**config.mk**
```make
export PLATFORM = sky130hd
export DESIGN_NAME = rv_core_top
export DESIGN_NICKNAME = d
export VERILOG_FILES = /design/src/hw/rv_pkg.sv /design/src/hw/rv_core_top.sv /design/src/hw/rv_run_ctrl.sv /design/src/hw/rv_pc_counter.sv /design/src/hw/rv_alu.sv /design/src/hw/rv_regfile.sv /design/src/hw/rv_decoder.sv
export SDC_FILE = /design/constraint.sdc
export NUM_CORES = 2
export LEC_CHECK = 0
export CAP_MARGIN = 10
export CELL_PAD_IN_SITES_DETAIL_PLACEMENT = 1
export CELL_PAD_IN_SITES_GLOBAL_PLACEMENT = 1
export CORE_AREA = 4 4 520 470
export DETAILED_ROUTE_END_ITERATION = 6
export DIE_AREA = 0 0 524 474
export DONT_BUFFER_PORTS = 1
export GPL_TIMING_DRIVEN = 1
export HOLD_SLACK_MARGIN = 0.06
export MAX_ROUTING_LAYER = met4
export PLACE_DENSITY = 0.83
export SYNTH_ARGS = -nofsm -noshare
export SYNTH_HDL_FRONTEND = slang
export SYNTH_HIERARCHICAL = 1
export SYNTH_SLANG_ARGS = --single-unit
```
**constraint.sdc**
```tcl
create_clock -name clk -period 17.5 [get_ports clk]
set_clock_uncertainty 0.2 [all_clocks]
set_input_delay 1.75 -clock clk [delete_from_list [all_inputs] [get_ports clk]]
set_output_delay 1.75 -clock clk [all_outputs]
set_load 0.05 [all_outputs]
```
**src/hw/rv_pkg.sv**
```systemverilog
/*
  rv64 core shared definitions: widths, reset pc, opcodes, funct codes,
  alu operation codes and the instruction word seen in its formats
*/
package rv_pkg;

  localparam int xlen         = 64;
  localparam int inst_width   = 32;
  localparam int reg_id_width = 5;

  // first fetch after reset
  localparam logic [xlen-1:0] pc_reset = 64'h0000_0000_8000_0000;

  // major opcodes of the supported subset
  localparam logic [6:0] op_imm = 7'b0010011;
  localparam logic [6:0] op     = 7'b0110011;
  localparam logic [6:0] lui    = 7'b0110111;
  localparam logic [6:0] auipc  = 7'b0010111;
  localparam logic [6:0] jal    = 7'b1101111;
  localparam logic [6:0] store  = 7'b0100011;
  localparam logic [6:0] system = 7'b1110011;

  // funct3 for the arithmetic and logic group
  localparam logic [2:0] f3_add = 3'b000;
  localparam logic [2:0] f3_slt = 3'b010;
  localparam logic [2:0] f3_xor = 3'b100;
  localparam logic [2:0] f3_or  = 3'b110;
  localparam logic [2:0] f3_and = 3'b111;

  // funct7 for OP, alt selects sub
  localparam logic [6:0] f7_base = 7'b0000000;
  localparam logic [6:0] f7_alt  = 7'b0100000;

  // the only SYSTEM word we accept
  localparam logic [inst_width-1:0] ebreak_word = 32'h0010_0073;

  // run control state codes
  localparam logic [1:0] rc_run     = 2'd0;
  localparam logic [1:0] rc_halted  = 2'd1;
  localparam logic [1:0] rc_trapped = 2'd2;

  typedef enum logic [2:0] {
    alu_add, alu_sub, alu_slt, alu_xor, alu_or, alu_and
  } alu_op_t;

  typedef struct packed {
    logic [6:0] funct7;
    logic [4:0] rs2;
    logic [4:0] rs1;
    logic [2:0] funct3;
    logic [4:0] rd;
    logic [6:0] opcode;
  } r_fmt_t;

  typedef struct packed {
    logic [11:0] imm_11_0;
    logic [4:0]  rs1;
    logic [2:0]  funct3;
    logic [4:0]  rd;
    logic [6:0]  opcode;
  } i_fmt_t;

  typedef struct packed {
    logic [6:0] imm_11_5;
    logic [4:0] rs2;
    logic [4:0] rs1;
    logic [2:0] funct3;
    logic [4:0] imm_4_0;
    logic [6:0] opcode;
  } s_fmt_t;

  typedef struct packed {
    logic [19:0] imm_31_12;
    logic [4:0]  rd;
    logic [6:0]  opcode;
  } u_fmt_t;

  typedef struct packed {
    logic       imm_20;
    logic [9:0] imm_10_1;
    logic       imm_11;
    logic [7:0] imm_19_12;
    logic [4:0] rd;
    logic [6:0] opcode;
  } j_fmt_t;

  // one word, five readings
  typedef union packed {
    r_fmt_t r;
    i_fmt_t i;
    s_fmt_t s;
    u_fmt_t u;
    j_fmt_t j;
  } inst_word_t;

endpackage
```
**src/hw/rv_core_top.sv**
```systemverilog
/*
  single-cycle rv64 core top
  wires decode, registers, alu, pc and run control, and forms the store lanes
*/
`timescale 1ns/10ps

module rv_core_top (
  input  logic                          clk,
  input  logic                          rst_n,
  input  logic [rv_pkg::inst_width-1:0] inst,
  output logic [rv_pkg::xlen-1:0]       pc,
  output logic [rv_pkg::xlen-1:0]       waddr,
  output logic [rv_pkg::xlen-1:0]       wdata,
  output logic [7:0]                    wmask,
  output logic                          mem_wen,
  output logic                          halted,
  output logic                          trapped
);

  // decode outputs
  logic [rv_pkg::reg_id_width-1:0] rd;
  logic [rv_pkg::reg_id_width-1:0] rs1;
  logic [rv_pkg::reg_id_width-1:0] rs2;
  logic [rv_pkg::xlen-1:0]         imm;
  rv_pkg::alu_op_t                 alu_op;
  logic [1:0]                      store_size;
  logic                            need_imm;
  logic                            is_auipc;
  logic                            is_lui;
  logic                            is_jal;
  logic                            reg_wen_raw;
  logic                            mem_wen_raw;
  logic                            is_ebreak;
  logic                            illegal;

  // gated strobes
  logic reg_wen;
  logic pc_en;

  // datapath
  logic [rv_pkg::xlen-1:0] rdata_1;
  logic [rv_pkg::xlen-1:0] rdata_2;
  logic [rv_pkg::xlen-1:0] operand_1;
  logic [rv_pkg::xlen-1:0] operand_2;
  logic [rv_pkg::xlen-1:0] alu_result;
  logic [rv_pkg::xlen-1:0] reg_wdata;
  logic [rv_pkg::xlen-1:0] pc_plus4;
  logic [7:0]              size_mask;

  rv_decoder u_decoder (
    .inst        (inst),
    .rd          (rd),
    .rs1         (rs1),
    .rs2         (rs2),
    .imm         (imm),
    .alu_op      (alu_op),
    .store_size  (store_size),
    .need_imm    (need_imm),
    .is_auipc    (is_auipc),
    .is_lui      (is_lui),
    .is_jal      (is_jal),
    .reg_wen_raw (reg_wen_raw),
    .mem_wen_raw (mem_wen_raw),
    .is_ebreak   (is_ebreak),
    .illegal     (illegal)
  );

  rv_run_ctrl u_run_ctrl (
    .clk         (clk),
    .rst_n       (rst_n),
    .is_ebreak   (is_ebreak),
    .illegal     (illegal),
    .reg_wen_raw (reg_wen_raw),
    .mem_wen_raw (mem_wen_raw),
    .reg_wen     (reg_wen),
    .mem_wen     (mem_wen),
    .pc_en       (pc_en),
    .halted      (halted),
    .trapped     (trapped)
  );

  rv_pc_counter u_pc_counter (
    .clk      (clk),
    .rst_n    (rst_n),
    .pc_en    (pc_en),
    .is_jal   (is_jal),
    .imm      (imm),
    .pc       (pc),
    .pc_plus4 (pc_plus4)
  );

  // write-back select: link, upper immediate, or alu
  assign reg_wdata = is_jal ? pc_plus4 : (is_lui ? imm : alu_result);

  rv_regfile u_regfile (
    .clk       (clk),
    .reg_wen   (reg_wen),
    .rd        (rd),
    .rs1       (rs1),
    .rs2       (rs2),
    .reg_wdata (reg_wdata),
    .rdata_1   (rdata_1),
    .rdata_2   (rdata_2)
  );

  // auipc adds to pc, stores and op-imm take the immediate
  assign operand_1 = is_auipc ? pc : rdata_1;
  assign operand_2 = need_imm ? imm : rdata_2;

  rv_alu u_alu (
    .operand_1  (operand_1),
    .operand_2  (operand_2),
    .alu_op     (alu_op),
    .alu_result (alu_result)
  );

  // byte, half, word, double
  always_comb begin
    case (store_size)
      2'd0:    size_mask = 8'h01;
      2'd1:    size_mask = 8'h03;
      2'd2:    size_mask = 8'h0f;
      default: size_mask = 8'hff;
    endcase
  end

  // lanes follow the low three address bits
  assign waddr = alu_result;
  assign wdata = rdata_2 << {alu_result[2:0], 3'b000};
  assign wmask = size_mask << alu_result[2:0];

endmodule

```
**src/hw/rv_run_ctrl.sv**
```systemverilog
/*
  run control FSM: run, halted, trapped
  stops on ebreak or an illegal word and gates every state-changing strobe
*/
`timescale 1ns/10ps

module rv_run_ctrl (
  input  logic clk,
  input  logic rst_n,
  input  logic is_ebreak,
  input  logic illegal,
  input  logic reg_wen_raw,
  input  logic mem_wen_raw,
  output logic reg_wen,
  output logic mem_wen,
  output logic pc_en,
  output logic halted,
  output logic trapped
);

  logic [1:0] state;
  logic       stop;
  logic       live;

  assign stop = is_ebreak || illegal;

  // nothing retires under reset or once stopped
  assign live = rst_n && (state == rv_pkg::rc_run) && !stop;

  always_ff @(posedge clk) begin
    if (!rst_n) begin
      state <= rv_pkg::rc_run;
    end else if (state == rv_pkg::rc_run) begin
      // ebreak wins if both ever showed up together
      if (is_ebreak) begin
        state <= rv_pkg::rc_halted;
      end else if (illegal) begin
        state <= rv_pkg::rc_trapped;
      end
    end
  end

  assign reg_wen = live && reg_wen_raw;
  assign mem_wen = live && mem_wen_raw;
  assign pc_en   = live;
  assign halted  = (state == rv_pkg::rc_halted);
  assign trapped = (state == rv_pkg::rc_trapped);

  a_one_stop_state: assert property (@(posedge clk) disable iff (!rst_n)
    !(halted && trapped));

endmodule

```
**src/hw/rv_pc_counter.sv**
```systemverilog
/*
  program counter register
  steps by 4 or by the jal offset when enabled, else holds
*/
`timescale 1ns/10ps

module rv_pc_counter (
  input  logic                    clk,
  input  logic                    rst_n,
  input  logic                    pc_en,
  input  logic                    is_jal,
  input  logic [rv_pkg::xlen-1:0] imm,
  output logic [rv_pkg::xlen-1:0] pc,
  output logic [rv_pkg::xlen-1:0] pc_plus4
);

  // also the jal link value
  assign pc_plus4 = pc + 64'd4;

  always_ff @(posedge clk) begin
    if (!rst_n) begin
      pc <= rv_pkg::pc_reset;
    end else if (pc_en) begin
      pc <= is_jal ? (pc + imm) : pc_plus4;
    end
  end

  // decoder screens misaligned jal, so every step keeps word alignment
  a_pc_aligned: assert property (@(posedge clk) disable iff (!rst_n)
    pc_en |=> (pc[1:0] == 2'b00));

endmodule

```
**src/hw/rv_alu.sv**
```systemverilog
/*
  64 bit integer alu
  add, sub, signed set-less-than and the three bitwise ops
*/
`timescale 1ns/10ps

module rv_alu (
  input  logic [rv_pkg::xlen-1:0] operand_1,
  input  logic [rv_pkg::xlen-1:0] operand_2,
  input  rv_pkg::alu_op_t         alu_op,
  output logic [rv_pkg::xlen-1:0] alu_result
);

  logic slt_bit;

  // signed compare, result lands in bit 0
  assign slt_bit = $signed(operand_1) < $signed(operand_2);

  always_comb begin
    case (alu_op)
      rv_pkg::alu_add: alu_result = operand_1 + operand_2;
      rv_pkg::alu_sub: alu_result = operand_1 - operand_2;
      rv_pkg::alu_slt: alu_result = {{(rv_pkg::xlen-1){1'b0}}, slt_bit};
      rv_pkg::alu_xor: alu_result = operand_1 ^ operand_2;
      rv_pkg::alu_or:  alu_result = operand_1 | operand_2;
      rv_pkg::alu_and: alu_result = operand_1 & operand_2;
      // two unused codes
      default:         alu_result = '0;
    endcase
  end

endmodule

```
**src/hw/rv_regfile.sv**
```systemverilog
/*
  integer register file, 32 x 64 bit
  two combinational reads, one write at the clock edge, x0 reads zero
*/
`timescale 1ns/10ps

module rv_regfile (
  input  logic                            clk,
  input  logic                            reg_wen,
  input  logic [rv_pkg::reg_id_width-1:0] rd,
  input  logic [rv_pkg::reg_id_width-1:0] rs1,
  input  logic [rv_pkg::reg_id_width-1:0] rs2,
  input  logic [rv_pkg::xlen-1:0]         reg_wdata,
  output logic [rv_pkg::xlen-1:0]         rdata_1,
  output logic [rv_pkg::xlen-1:0]         rdata_2
);

  logic [rv_pkg::xlen-1:0] regs [32];

  // writes to x0 are dropped
  always_ff @(posedge clk) begin
    if (reg_wen && rd != '0) begin
      regs[rd] <= reg_wdata;
    end
  end

  // x0 is hardwired on the read side
  assign rdata_1 = (rs1 == '0) ? '0 : regs[rs1];
  assign rdata_2 = (rs2 == '0) ? '0 : regs[rs2];

  // a write aimed at x0 must leave x0 reading zero afterwards
  a_x0_stays_zero: assert property (@(posedge clk)
    (reg_wen && rd == '0) |=>
      ((rs1 != '0) || (rdata_1 == '0)) && ((rs2 != '0) || (rdata_2 == '0)));

endmodule

```
**src/hw/rv_decoder.sv**
```systemverilog
/*
  instruction decoder: pulls out register fields, builds the sign-extended
  immediate and raises the control strobes, or illegal for anything else
*/
`timescale 1ns/10ps

module rv_decoder (
  input  rv_pkg::inst_word_t                inst,
  output logic [rv_pkg::reg_id_width-1:0]   rd,
  output logic [rv_pkg::reg_id_width-1:0]   rs1,
  output logic [rv_pkg::reg_id_width-1:0]   rs2,
  output logic [rv_pkg::xlen-1:0]           imm,
  output rv_pkg::alu_op_t                   alu_op,
  output logic [1:0]                        store_size,
  output logic                              need_imm,
  output logic                              is_auipc,
  output logic                              is_lui,
  output logic                              is_jal,
  output logic                              reg_wen_raw,
  output logic                              mem_wen_raw,
  output logic                              is_ebreak,
  output logic                              illegal
);

  logic [6:0] opcode;
  logic [2:0] funct3;
  logic [6:0] funct7;

  // rd, rs1, rs2 sit at the same bits in every format that has them
  assign opcode = inst.r.opcode;
  assign funct3 = inst.r.funct3;
  assign funct7 = inst.r.funct7;
  assign rd     = inst.r.rd;
  assign rs1    = inst.r.rs1;
  assign rs2    = inst.r.rs2;

  always_comb begin
    imm         = '0;
    alu_op      = rv_pkg::alu_add;
    store_size  = 2'd0;
    need_imm    = 1'b0;
    is_auipc    = 1'b0;
    is_lui      = 1'b0;
    is_jal      = 1'b0;
    reg_wen_raw = 1'b0;
    mem_wen_raw = 1'b0;
    is_ebreak   = 1'b0;
    illegal     = 1'b0;
    case (opcode)
      rv_pkg::op_imm: begin
        imm         = {{52{inst.i.imm_11_0[11]}}, inst.i.imm_11_0};
        need_imm    = 1'b1;
        reg_wen_raw = 1'b1;
        case (funct3)
          rv_pkg::f3_add: alu_op = rv_pkg::alu_add;
          rv_pkg::f3_slt: alu_op = rv_pkg::alu_slt;
          rv_pkg::f3_xor: alu_op = rv_pkg::alu_xor;
          rv_pkg::f3_or:  alu_op = rv_pkg::alu_or;
          rv_pkg::f3_and: alu_op = rv_pkg::alu_and;
          // shifts and sltiu not in the subset
          default:        illegal = 1'b1;
        endcase
      end
      rv_pkg::op: begin
        reg_wen_raw = 1'b1;
        if (funct7 == rv_pkg::f7_alt && funct3 == rv_pkg::f3_add) begin
          alu_op = rv_pkg::alu_sub;
        end else if (funct7 == rv_pkg::f7_base) begin
          case (funct3)
            rv_pkg::f3_add: alu_op = rv_pkg::alu_add;
            rv_pkg::f3_slt: alu_op = rv_pkg::alu_slt;
            rv_pkg::f3_xor: alu_op = rv_pkg::alu_xor;
            rv_pkg::f3_or:  alu_op = rv_pkg::alu_or;
            rv_pkg::f3_and: alu_op = rv_pkg::alu_and;
            default:        illegal = 1'b1;
          endcase
        end else begin
          illegal = 1'b1;
        end
      end
      rv_pkg::lui: begin
        imm         = {{32{inst.u.imm_31_12[19]}}, inst.u.imm_31_12, 12'b0};
        is_lui      = 1'b1;
        reg_wen_raw = 1'b1;
      end
      rv_pkg::auipc: begin
        imm         = {{32{inst.u.imm_31_12[19]}}, inst.u.imm_31_12, 12'b0};
        is_auipc    = 1'b1;
        need_imm    = 1'b1;
        reg_wen_raw = 1'b1;
      end
      rv_pkg::jal: begin
        imm         = {{43{inst.j.imm_20}}, inst.j.imm_20, inst.j.imm_19_12,
                       inst.j.imm_11, inst.j.imm_10_1, 1'b0};
        is_jal      = 1'b1;
        reg_wen_raw = 1'b1;
        // pc is word aligned, so offset bit 1 alone decides the target
        illegal     = inst.j.imm_10_1[0];
      end
      rv_pkg::store: begin
        imm         = {{52{inst.s.imm_11_5[6]}}, inst.s.imm_11_5, inst.s.imm_4_0};
        need_imm    = 1'b1;
        mem_wen_raw = 1'b1;
        store_size  = funct3[1:0];
        // funct3 above 3 is not a store width
        illegal     = funct3[2];
      end
      rv_pkg::system: begin
        if (inst == rv_pkg::ebreak_word) begin
          is_ebreak = 1'b1;
        end else begin
          illegal = 1'b1;
        end
      end
      default: illegal = 1'b1;
    endcase
    // an illegal word must not touch any state
    if (illegal) begin
      reg_wen_raw = 1'b0;
      mem_wen_raw = 1'b0;
      is_jal      = 1'b0;
    end
  end

endmodule

```
==> summary.md <==
| Metric | Value |
|---|---|
| Status | `finished, violations left` |
| Violated checks | `capacitance limit, slew limit` |
| Num CTS Buffers | `216` |
| RSZ-0062 raised after global routing | `false` |
| Vias in the first global route | `89670` |
| # resized after CTS | `0` |
| Layout Nets | `8519` |
| Post-DP HPWL | `312800 um` |
| DR top layer | `met4` |
| Sequential share of the synthesized area | `52.75%` |
| Hold Crit Depth | `2` |
| Post-synth EDFFs | `2048` |
| Crit-path max cell delay | `740 ps` |
| R2r setup slk | `8190 ps` |
| Antenna violations before repair | `34` |
| Area after DPL | `123400 sq um` |
| Maximum root-to-sink buffer count | `4` |
| Via/cell ratio | `7.714` |
| Minimum clock period | `14960 ps` |
| IO buf count | `0` |
| Setup TNS | `0 ps` |
| Die Area | `248400 sq um` |
| Period utilization | `85.51%` |
| Bufs and invs on worst path | `8` |
| Die height | `474 um` |
| Worst IR Drop VDD | `0.00009965 V` |
| Layout cells sized above 1 | `25.08%` |
| Cell family with most CP delay | `compound AO/OA/AOI/OAI gates` |
| Crit Path Max Fanout | `135` |
| I/O Pins | `237` |
| Worst flop-to-flop path startpoint | `u_regfile/regs[30][15]$_DFFE_PP_` |
| CTS tree | `yes` |
| CORE AREA | `238400 sq um` |
| PwrDens | `116.2 nW/um^2` |
| Die width | `524 um` |
| Syn avg cell area | `14.39 sq um` |
| Max Slew Vio Count | `392` |
| Routed len/inst | `44.22 um` |
| Final std cells w/o fill | `11630` |
| Worst Path Arrival | `13010 ps` |
| Starting Density | `49.95%` |
| LEAKAGE | `43.91 nW` |
| Synth Flop Type | `edfxtp_1` |
| Worst setup margin | `2537 ps` |
| Worst Tran Pin Value | `2031 ps` |
| Post-synth top area cell | `edfxtp_1` |
| Top cell type's share of synthesized area | `51.64%` |
| Design area | `131000 sq um` |
| GRT Overall Usage | `41.74%` |
| Yosys warns | `6` |
| Reg clk slew, reported paths | `70 ps` |
| Clk_lat worst skew | `930 ps` |
| Hold Crit Endpoint | `u_pc_counter/pc[23]$_SDFFE_PN0P_` |
| Post-Route Utilization | `54.94%` |
| Area grow syn2layout | `10.00%` |
| Top cells by count, synth | `edfxtp_1 (2048), mux4_2 (929), mux2i_1 (427)` |
| Num rows | `170` |
| CP Capture Type | `output port` |
| #FFs+latches synth | `2114` |
| Worst path slowest cell | `buf_4` |
| Grt total ovfl | `0` |
| Met3 routed WL | `65530 um` |
| Met2 WL | `227300 um` |
| Slew headroom | `-35.43%` |
| Total wire length | `514100 um` |
| GPL Wtd Cong | `0.9980` |
| Setup slack at placement | `2847 ps` |
| DRC violations left | `0` |
| DR vias | `89690` |
| Worst R2R End | `u_regfile/regs[8][60]$_DFFE_PP_` |
| Hold_sp | `u_pc_counter/pc[23]$_SDFFE_PN0P_` |
| Worst Path Required | `15550 ps` |
| Largest cells by area after synthesis | `edfxtp_1 (52%), mux4_2 (18%), mux2i_1 (3.6%)` |
| Cells after DPL | `11170` |
| Clock Sinks | `2114` |
| WL met1 | `179000 um` |
| Max Clk Rate | `66.83 MHz` |
| DRT iter0 DRCs | `14440` |
| Crit path launch type | `primary input` |
| Final Hold Vio Count | `0` |
| Count of different cell masters after synthesis | `119` |
| Number of setup buffers added after CTS | `0` |
| CTS Root Cell | `clkbuf_16` |
| Count leader, synth | `edfxtp_1` |
| Cell Area, Synth | `119100 sq um` |
| # setup viols final | `0` |
| CTS H-tree depth | `4` |
| Worst min-delay path class | `reg -> reg` |
| First-pass GRT wire length | `711000 um` |
| CP Class | `in -> out` |
| Share of flip-flops with an asynchronous set or reset | `0%` |
| Synthesized instance count | `8275` |
| Pin count of the biggest net entering global routing | `507` |
| Routed Antenna Nets | `0` |
| Hold Buf Count CTS | `0` |
| Drt pass-1 iters | `6` |
| Reg2reg path depth | `22` |
| Number of max-cap violations | `1` |
cells by family after synthesis:
kind of cell	Yosys count	synth area share (%)
simple gates	1438	5.818
other cells	1	0.003149
flops	2114	52.75
compound gates	1748	10.03
fa+ha+maj	267	2.824
xor+xnor	159	1.176
mux	1642	23.86
buf+inv	906	3.542
how the worst max path moves through the flow:
stage	from	endpoint	depth (start not counted)
detailed placement	inst[20]	wdata[59]	26
global route	inst[20]	wdata[59]	26
floorplan	inst[15]	wdata[53]	29
global placement	inst[16]	wdata[59]	25
finish	inst[20]	wdata[59]	26
CTS	inst[20]	wdata[59]	26
layout make-up:
| cell class | instances | area, sq um |
|---|---|---|
| sequential | 2114 | 62820 |
| inverter | 235 | 887.1 |
| clock buffer | 242 | 5544 |
| antenna | 52 | 130.1 |
| tap | 3182 | 3981 |
| multi-input combinational | 5318 | 53180 |
| fill | 22510 | 107400 |
| timing repair buffer | 333 | 2869 |
| clock inverter | 151 | 1590 |
per-layer routing:
metal  up-vias  GRT usage (%)
met5         -              -
met1     46040          52.08
met3      2018          11.14
li1      33440              -
met4         0          27.61
met2      8196          60.06
tightest hold or removal path, cell delays in order, from the launching register on:
cell	delay, ps
dfxtp_1	330
o21ai_0	180
a31oi_1	60
report_power, final:
part / switching (W) / internal (W) / total [W]
clock network: 0.00214 / 0.00271 / 0.00486
registers: 0.0000290 / 0.00629 / 0.00632
logic: 0.00298 / 0.00107 / 0.00405
state kept, by name (all words and copies together), names as in the netlist:
name	cells
u_regfile/regs	2048
u_run_ctrl/state	2
u_pc_counter/pc	64
layout by cell type (no fill, tap or decap), types with 64 or more instances in the layout:
cell type,n
a211oi_1,97
a21o_1,118
a21oi_1,353
a221oi_1,80
a22o_1,67
a22oi_1,105
and3_1,92
buf_4,308
clkbuf_16,220
conb_1,64
dfxtp_1,66
edfxtp_1,2048
ha_1,264
inv_1,204
mux2_2,286
mux2i_1,427
mux4_2,929
nand2_1,412
nand3_1,83
nor2_1,355
nor3_1,125
o21ai_0,183
o21ai_1,69
o221ai_1,80
o22ai_1,112
xnor2_1,100
per-stage QoR:
step | power, W | hold slack, ps
after CTS | 0.01506 | 372.4
final | 0.01523 | 417.2
after global placement | 0.01006 | 328.8
after floorplan | 0.008868 | 269.6
after global routing | 0.01556 | 422.0
after detailed placement | 0.01028 | 356.1
No activity file was read; power rests on OpenSTA's default activity.
